<file path="config.mk">
export PLATFORM = sky130hd
export DESIGN_NAME = stackTop
export DESIGN_NICKNAME = d
export VERILOG_FILES = /design/src/rtl/stackPkg.sv /design/src/rtl/stackIfs.sv /design/src/rtl/cmdIntake.sv /design/src/rtl/stackDatapath.sv /design/src/rtl/stackRam.sv /design/src/rtl/stackSequencer.sv /design/src/rtl/stackTop.sv
export SDC_FILE = /design/constraint.sdc
export NUM_CORES = 1
export LEC_CHECK = 0
export ABC_AREA = 1
export BUFFER_PORTS_ARGS = -buffer_cell sky130_fd_sc_hd__buf_2
export CORE_ASPECT_RATIO = 0.5
export CORE_MARGIN = 3
export CORE_UTILIZATION = 55
export CTS_BUF_LIST = sky130_fd_sc_hd__clkbuf_8
export CTS_CLUSTER_DIAMETER = 40
export CTS_CLUSTER_SIZE = 12
export DETAILED_ROUTE_END_ITERATION = 7
export PLACE_DENSITY = 0.75
export SYNTH_ARGS = -nofsm -noshare
export SYNTH_HDL_FRONTEND = slang
export SYNTH_SLANG_ARGS = --single-unit
export TNS_END_PERCENT = 5
</file>
<file path="constraint.sdc">
create_clock -name clk -period 7.76 [get_ports clk]
set_input_delay 1.94 -clock clk [delete_from_list [all_inputs] [get_ports clk]]
set_output_delay 1.94 -clock clk [all_outputs]
set_load 0.02 [all_outputs]
</file>
<file path="src/rtl/stackPkg.sv">
package stackPkg;

    localparam int dataW = 8;
    localparam int addrW = 7;

    // empty stack pointer and display value after reset or clear
    localparam logic [addrW-1:0] stackBase = '1;
    localparam logic [dataW-1:0] dvrInit = '1;

    typedef enum logic [2:0] {
        opClear,
        opPush,
        opPop,
        opAdd,
        opSub
    } stackOp_t;

    typedef enum logic [4:0] {
        stIdle,
        stClear,
        stPush,
        stSprDec,
        stDarSet,
        stRequest,
        stLoad,
        stPop,
        stAddIncB,
        stAddReqB,
        stAddLoadB,
        stAddIncA,
        stAddReqA,
        stAddLoadA,
        stAddStore,
        stSubIncB,
        stSubReqB,
        stSubLoadB,
        stSubIncA,
        stSubReqA,
        stSubLoadA,
        stSubStore
    } uState_t;

    typedef enum logic [1:0] {sprInit, sprDec, sprInc} sprSel_t;
    typedef enum logic {darInit, darSprPlusOne} darSel_t;
    // dvrSelInit picks the dvrInit constant
    typedef enum logic [1:0] {dvrSelInit, dvrMem, dvrAlu} dvrSel_t;
    typedef enum logic {aluAdd, aluSub} aluOp_t;
    typedef enum logic {addrSpr, addrDar} addrSel_t;

    // all-zero word is a no-op
    typedef struct packed {
        sprSel_t sprSel;
        logic ldSpr;
        darSel_t darSel;
        logic ldDar;
        dvrSel_t dvrSel;
        logic ldDvr;
        addrSel_t addrSel;
        logic ldOpA;
        logic ldOpB;
        aluOp_t aluOp;
        logic wrAlu;
        logic cs;
        logic we;
    } ctrlWord_t;

endpackage

</file>
<file path="src/rtl/stackIfs.sv">
`timescale 1ns/1ps

interface cmdIf;
    logic start;
    stackPkg::stackOp_t op;
    logic [stackPkg::dataW-1:0] value;
    logic done;

    modport intake (output start, output op, output value, input done);
    modport seq (input start, input op, output done);
    modport dp (input value);
endinterface

interface memIf;
    logic cs;
    logic we;
    logic [stackPkg::addrW-1:0] addr;
    logic [stackPkg::dataW-1:0] wrData;
    logic [stackPkg::dataW-1:0] rdData;

    modport seq (output cs, output we);
    modport dp (output addr, output wrData, input rdData);
    modport ram (input cs, input we, input addr, input wrData, output rdData);
endinterface

</file>
<file path="src/rtl/cmdIntake.sv">
`timescale 1ns/1ps

module cmdIntake (
    input logic clk,
    input logic arstN,
    input logic req,
    input stackPkg::stackOp_t op,
    input logic [stackPkg::dataW-1:0] value,
    output logic ack,
    cmdIf.intake cmd
);

    typedef enum logic [1:0] {hsIdle, hsBusy, hsAcked} hsState_t;

    hsState_t hsState;

    always_ff @(posedge clk or negedge arstN) begin
        if (!arstN) begin
            hsState <= hsIdle;
            cmd.start <= 1'b0;
            ack <= 1'b0;
        end else begin
            cmd.start <= 1'b0;
            case (hsState)
                hsIdle: begin
                    if (req) begin
                        cmd.start <= 1'b1;
                        hsState <= hsBusy;
                    end
                end
                hsBusy: begin
                    if (cmd.done) begin
                        ack <= 1'b1;
                        hsState <= hsAcked;
                    end
                end
                hsAcked: begin
                    // hold ack until the outside lets go of req
                    if (!req) begin
                        ack <= 1'b0;
                        hsState <= hsIdle;
                    end
                end
                default: hsState <= hsIdle;
            endcase
        end
    end

    // command captured at start, held for the sequencer
    always_ff @(posedge clk) begin
        if (hsState == hsIdle && req) begin
            cmd.op <= op;
            cmd.value <= value;
        end
    end

endmodule

</file>
<file path="src/rtl/stackDatapath.sv">
`timescale 1ns/1ps

module stackDatapath (
    input logic clk,
    input logic arstN,
    input stackPkg::ctrlWord_t ctrl,
    cmdIf.dp cmd,
    memIf.dp mem,
    output logic [stackPkg::dataW-1:0] topValue,
    output logic stackEmpty
);

    logic [stackPkg::addrW-1:0] spr;
    logic [stackPkg::addrW-1:0] dar;
    logic [stackPkg::dataW-1:0] dvr;
    logic [stackPkg::dataW-1:0] opA;
    logic [stackPkg::dataW-1:0] opB;
    logic [stackPkg::addrW-1:0] sprNext;
    logic [stackPkg::addrW-1:0] darNext;
    logic [stackPkg::dataW-1:0] dvrNext;
    logic [stackPkg::dataW-1:0] aluOut;

    always_comb begin
        case (ctrl.sprSel)
            stackPkg::sprDec: sprNext = spr - 1'b1;
            stackPkg::sprInc: sprNext = spr + 1'b1;
            default: sprNext = stackPkg::stackBase;
        endcase
    end

    // top entry sits one above the pointer
    assign darNext = (ctrl.darSel == stackPkg::darSprPlusOne) ? spr + 1'b1 : '0;

    always_comb begin
        case (ctrl.dvrSel)
            stackPkg::dvrMem: dvrNext = mem.rdData;
            stackPkg::dvrAlu: dvrNext = aluOut;
            default: dvrNext = stackPkg::dvrInit;
        endcase
    end

    // wraps modulo 256
    assign aluOut = (ctrl.aluOp == stackPkg::aluSub) ? opA - opB : opA + opB;

    always_ff @(posedge clk or negedge arstN) begin
        if (!arstN) begin
            spr <= stackPkg::stackBase;
            dar <= '0;
            dvr <= stackPkg::dvrInit;
        end else begin
            if (ctrl.ldSpr) spr <= sprNext;
            if (ctrl.ldDar) dar <= darNext;
            if (ctrl.ldDvr) dvr <= dvrNext;
        end
    end

    // operands come straight from the read port
    always_ff @(posedge clk) begin
        if (ctrl.ldOpA) opA <= mem.rdData;
        if (ctrl.ldOpB) opB <= mem.rdData;
    end

    assign mem.addr = (ctrl.addrSel == stackPkg::addrDar) ? dar : spr;
    assign mem.wrData = ctrl.wrAlu ? aluOut : cmd.value;

    assign topValue = dvr;
    assign stackEmpty = (spr == stackPkg::stackBase);

endmodule

</file>
<file path="src/rtl/stackRam.sv">
`timescale 1ns/1ps

module stackRam (
    input logic clk,
    memIf.ram mem
);

    logic [stackPkg::dataW-1:0] store [0:(1 << stackPkg::addrW)-1];

    // read word is registered, valid the cycle after the request
    always_ff @(posedge clk) begin
        if (mem.cs) begin
            if (mem.we) begin
                store[mem.addr] <= mem.wrData;
            end else begin
                mem.rdData <= store[mem.addr];
            end
        end
    end

endmodule

</file>
<file path="src/rtl/stackSequencer.sv">
`timescale 1ns/1ps

module stackSequencer (
    input logic clk,
    input logic arstN,
    cmdIf.seq cmd,
    memIf.seq mem,
    output stackPkg::ctrlWord_t ctrl
);

    stackPkg::uState_t state;
    stackPkg::uState_t uNext;
    stackPkg::uState_t nextState;
    stackPkg::ctrlWord_t uCtrl;

    // microcode table
    always_comb begin
        uCtrl = '0;
        uNext = stackPkg::stIdle;
        case (state)
            stackPkg::stIdle: uNext = stackPkg::stIdle;
            stackPkg::stClear: begin
                uCtrl.ldSpr = 1'b1;
                uCtrl.ldDar = 1'b1;
                uCtrl.ldDvr = 1'b1;
            end
            stackPkg::stPush: begin
                uCtrl.cs = 1'b1;
                uCtrl.we = 1'b1;
                uNext = stackPkg::stSprDec;
            end
            stackPkg::stSprDec: begin
                uCtrl.sprSel = stackPkg::sprDec;
                uCtrl.ldSpr = 1'b1;
                uNext = stackPkg::stDarSet;
            end
            // shared read-back tail of push and pop
            stackPkg::stDarSet: begin
                uCtrl.darSel = stackPkg::darSprPlusOne;
                uCtrl.ldDar = 1'b1;
                uNext = stackPkg::stRequest;
            end
            stackPkg::stRequest: begin
                uCtrl.addrSel = stackPkg::addrDar;
                uCtrl.cs = 1'b1;
                uNext = stackPkg::stLoad;
            end
            stackPkg::stLoad: begin
                uCtrl.dvrSel = stackPkg::dvrMem;
                uCtrl.ldDvr = 1'b1;
            end
            stackPkg::stPop: begin
                uCtrl.sprSel = stackPkg::sprInc;
                uCtrl.ldSpr = 1'b1;
                uNext = stackPkg::stDarSet;
            end
            stackPkg::stAddIncB, stackPkg::stSubIncB,
            stackPkg::stAddIncA, stackPkg::stSubIncA: begin
                uCtrl.sprSel = stackPkg::sprInc;
                uCtrl.ldSpr = 1'b1;
                uNext = stackPkg::uState_t'(state + 5'd1);
            end
            stackPkg::stAddReqB, stackPkg::stSubReqB,
            stackPkg::stAddReqA, stackPkg::stSubReqA: begin
                uCtrl.cs = 1'b1;
                uNext = stackPkg::uState_t'(state + 5'd1);
            end
            stackPkg::stAddLoadB, stackPkg::stSubLoadB: begin
                uCtrl.ldOpB = 1'b1;
                uNext = stackPkg::uState_t'(state + 5'd1);
            end
            stackPkg::stAddLoadA, stackPkg::stSubLoadA: begin
                uCtrl.ldOpA = 1'b1;
                uNext = stackPkg::uState_t'(state + 5'd1);
            end
            // result goes to the deeper slot, which then becomes the top
            stackPkg::stAddStore, stackPkg::stSubStore: begin
                uCtrl.aluOp = (state == stackPkg::stSubStore) ?
                              stackPkg::aluSub : stackPkg::aluAdd;
                uCtrl.wrAlu = 1'b1;
                uCtrl.cs = 1'b1;
                uCtrl.we = 1'b1;
                uCtrl.sprSel = stackPkg::sprDec;
                uCtrl.ldSpr = 1'b1;
                uCtrl.dvrSel = stackPkg::dvrAlu;
                uCtrl.ldDvr = 1'b1;
            end
            default: uNext = stackPkg::stIdle;
        endcase
    end

    // idle dispatches on the opcode, everything else follows the table
    always_comb begin
        nextState = uNext;
        if (state == stackPkg::stIdle && cmd.start) begin
            case (cmd.op)
                stackPkg::opClear: nextState = stackPkg::stClear;
                stackPkg::opPush: nextState = stackPkg::stPush;
                stackPkg::opPop: nextState = stackPkg::stPop;
                stackPkg::opAdd: nextState = stackPkg::stAddIncB;
                stackPkg::opSub: nextState = stackPkg::stSubIncB;
                default: nextState = stackPkg::stIdle;
            endcase
        end
    end

    always_ff @(posedge clk or negedge arstN) begin
        if (!arstN) begin
            state <= stackPkg::stIdle;
        end else begin
            state <= nextState;
        end
    end

    assign ctrl = uCtrl;
    assign mem.cs = uCtrl.cs;
    assign mem.we = uCtrl.we;
    assign cmd.done = (state != stackPkg::stIdle) && (uNext == stackPkg::stIdle);

endmodule

</file>
<file path="src/rtl/stackTop.sv">
`timescale 1ns/1ps

module stackTop (
    input logic clk,
    input logic arstN,
    input logic req,
    input stackPkg::stackOp_t op,
    input logic [stackPkg::dataW-1:0] value,
    output logic ack,
    output logic [stackPkg::dataW-1:0] topValue,
    output logic stackEmpty
);

    stackPkg::ctrlWord_t ctrl;

    cmdIf cmdBus ();
    memIf memBus ();

    cmdIntake intake0 (
        .clk(clk),
        .arstN(arstN),
        .req(req),
        .op(op),
        .value(value),
        .ack(ack),
        .cmd(cmdBus.intake)
    );

    stackSequencer seq0 (
        .clk(clk),
        .arstN(arstN),
        .cmd(cmdBus.seq),
        .mem(memBus.seq),
        .ctrl(ctrl)
    );

    stackDatapath dp0 (
        .clk(clk),
        .arstN(arstN),
        .ctrl(ctrl),
        .cmd(cmdBus.dp),
        .mem(memBus.dp),
        .topValue(topValue),
        .stackEmpty(stackEmpty)
    );

    stackRam ram0 (
        .clk(clk),
        .mem(memBus.ram)
    );

endmodule

</file>
==> summary.md <==
| Metric | Value |
|---|---|
| Status | complete, no violations |
| H-Tree Depth | 3 |
| Iteration-0 DRC Markers | 4989 |
| Die area | 0.0890 mm^2 |
| Core Region | 0.0830 mm^2 |
| Synth async-reset ratio | 2.84% |
| First-pass DRT Iterations | 6 |
| Synthesized area per cell | 10.4 um^2 |
| PortBufs | 23 |
| Num rows | 74 |
| WP data required | 8.25 ns |
| Arrival time worst endpoint | 5.98 ns |
| Synth top area share | 67.9% |
| Seq cells post-synth | 1090 |
| Clk_lat worst skew | 0.78 ns |
| Post-CTS Resized | 0 |
| Syn. warnings | 0 |
| Post-Synthesis Cell Area | 0.0469 mm^2 |
| Static Leak | 19.4 nW |
| Clk buf depth | 3 |
| Grt total ovfl | 0 |
| IO Pins | 24 |
| Fin cells | 5611 |
| Top FF cell, synth | edfxtp_1 |
| Via-per-instance ratio | 5.82 |
| Vias in the first global route | 31500 |
| Register area share after synthesis | 69.5% |
| GR Util All Layers | 27.5% |
| Clock sink count | 1090 |
| Max cap viols | 0 |
| CP Capture Type | flip-flop |
| Final Max Tran Viols | 0 |
| EDFF count, synth | 1059 |
| Hold Path Depth | 2 |
| Syn_nets | 4549 |
| Fraction of layout cells with a size suffix above 1 | 5.97% |
| Placed Cells | 5465 |
| Worst rel slew slack | 19.9% |
| R2r endpoint | ram0.mem.rdData[7] |
| Crit Reg-Reg Startpoint | seq0.state[1] |
| PD cells | 350 mW/mm^2 |
| Clock tree root driver cell | clkbuf_8 |
| Final Hold Fails | 0 |
| Wire per inst | 21.7 um |
| Final setup margin | 2.27 ns |
| CTS tree | yes |
| DRC errors left | 0 |
| Yosys top cell by area | edfxtp_1 |
| Post-DP HPWL | 70.6 mm |
| Hold Path Class | reg2reg |
| Hold Path Sink | dp0.topValue[5] |
| Initial antenna violation count | 3 |
| Final #Nets | 4506 |
| Worst Max-Slew Pin Slew | 1.20 ns |
| Crit Path Max Fanout | 192 |
| Die X | 419 um |
| CTS Hold Bufs | 0 |
| Crit start category | flip-flop |
| Largest net degree at the start of global routing | 193 |
| Hold Startpoint | dp0.topValue[5] |
| Minimum clock period | 5.49 ns |
| Most frequent cells after synthesis | 2405 x nand2_1, 1059 x edfxtp_1, 222 x nor2_1, 173 x buf_2, 152 x a21oi_1 |
| Drt total wl | 122 mm |
| Count leader, synth | nand2_1 |
| Register-to-Register Path Depth | 18 |
| Layout area overhead | 5.67% |
| Setup slack at placement | 2.56 ns |
| Detail Route Antenna Nets | 0 |
| DR vias | 32700 |
| Setup slack, reg-to-reg | 2.27 ns |
| Clk_skew | 0.0452 ns |
| Synth cell types | 45 |
| Largest cells by area after synthesis | edfxtp_1 68%, nand2_1 19%, buf_2 1.8% |
| Inserted Clock Buffers | 107 |
| Routability cong. | 0.934 |
| Global-route wire length before repair | 186 mm |
| Setup TNS | 0 ns |
| Final setup fails | 0 |
| Fillcell total | 6566 |
| Post-Synthesis Cells | 4515 |
| CTS clock-pin slew for the worst setup and hold paths | 0.08 ns |
| Highest Clock Rate | 0.182 GHz |
| WHS | 0.507 ns |
| Crit Path Class | reg2reg |
| Setup bufs post-CTS | 0 |
| Starting Density | 56.5% |
| Die Y | 212 um |
| Worst vdd ir | 0.000400 V |
| Part of the cycle the worst path needs | 70.8% |
| RSZ-0062 raised after global routing | no |
[final cells by class]
type / instances / area (um^2) / area share [%]
sequential: 1090 / 32600 / 65.8
multi-input combinational: 3106 / 12800 / 25.9
clock buffer: 110 / 1510 / 3.06
tap: 1102 / 1380 / 2.78
timing repair buffer: 70 / 531 / 1.07
inverter: 97 / 364 / 0.735
clock inverter: 35 / 313 / 0.632
antenna: 1 / 2.50 / 0.00505
[per-layer routing]
metal	GRT usage (%)	wire length, um	vias to the layer above
met2	41.8	54000	2068
met1	39.2	47800	15500
met3	6.75	15900	307
met5	0	0	-
li1	-	-	14800
met4	9.63	4140	0
[critical path, stage by stage (launching register included)]
cell     delay, ns
dfrtp_1       0.42
inv_1         0.10
ha_1          0.15
inv_1         0.07
nor2_2        0.24
nand2_2       0.39
nand2_2       0.14
buf_4         0.50
nand2_4       0.40
buf_12        0.39
buf_4         0.53
nand2_1       0.14
a21oi_1       0.08
o21ai_0       0.50
nand2_1       0.20
nand2_1       0.11
nand3_1       0.07
nor2_1        0.49
nand2_1       0.12
[flip-flops by register name (all words and copies together), names as in the netlist, 2 cells and up]
register and cells:
ram0.mem.rdData 8, dp0.dar 7, intake0.cmd.value 8, intake0.hsState 2, intake0.cmd.op 3, dp0.opA 8
ram0.store 1024, dp0.spr 7, seq0.state 5, dp0.topValue 8, dp0.opB 8
[where the power goes]
| part | internal (mW) | switching, mW |
|---|---|---|
| logic | 1.63 | 5.28 |
| registers | 6.90 | 0.144 |
| clock network | 1.46 | 1.94 |
| total | 10.0 | 7.36 |
[kinds of logic after synthesis]
kind of cell	Yosys count	share of synthesized area (%)
adder cells (fa/ha/maj)	20	0.550
flip-flops	1090	69.5
AO/OA/AOI/OAI	293	3.37
buffers and inverters	319	3.29
XOR/XNOR	20	0.374
AND/OR/NAND/NOR	2773	22.9
[metrics by stage]
stage | power (mW) | utilization (%) | area (um^2)
after CTS | 17.2 | 59.7 | 49500
final | 17.4 | 59.7 | 49500
after floorplan | 11.7 | - | 46900
after detailed placement | 13.9 | 57.5 | 47700
after global routing | 18.2 | 59.7 | 49500
after global placement | 13.8 | 57.5 | 47700
[placed cells by master (no fill, tap or decap), types with 16 or more instances in the layout]
cell and n:
nand2_1 2397, edfxtp_1 1059, nor2_1 220, a21oi_1 152, clkbuf_8 110, inv_1 94, nand3_1 84, o21ai_0 77
buf_4 42, o21ai_1 26, nand4_1 25, buf_2 23, ha_1 19, xor2_1 17, dfrtp_1 16
[how the worst max path moves through the flow]
stage,from,endpoint,slack [ns],cells past startpoint
final,seq0.state[1],ram0.mem.rdData[7],2.27,18
after global routing,seq0.state[1],ram0.mem.rdData[7],1.99,18
after CTS,seq0.state[1],ram0.mem.rdData[7],2.54,18
after detailed placement,seq0.state[1],ram0.mem.rdData[7],2.56,18
after global placement,seq0.state[1],ram0.mem.rdData[7],2.58,18
after floorplan,seq0.state[3],ram0.store[0][0],0.22,8
Power figures use the tool's default switching activity.
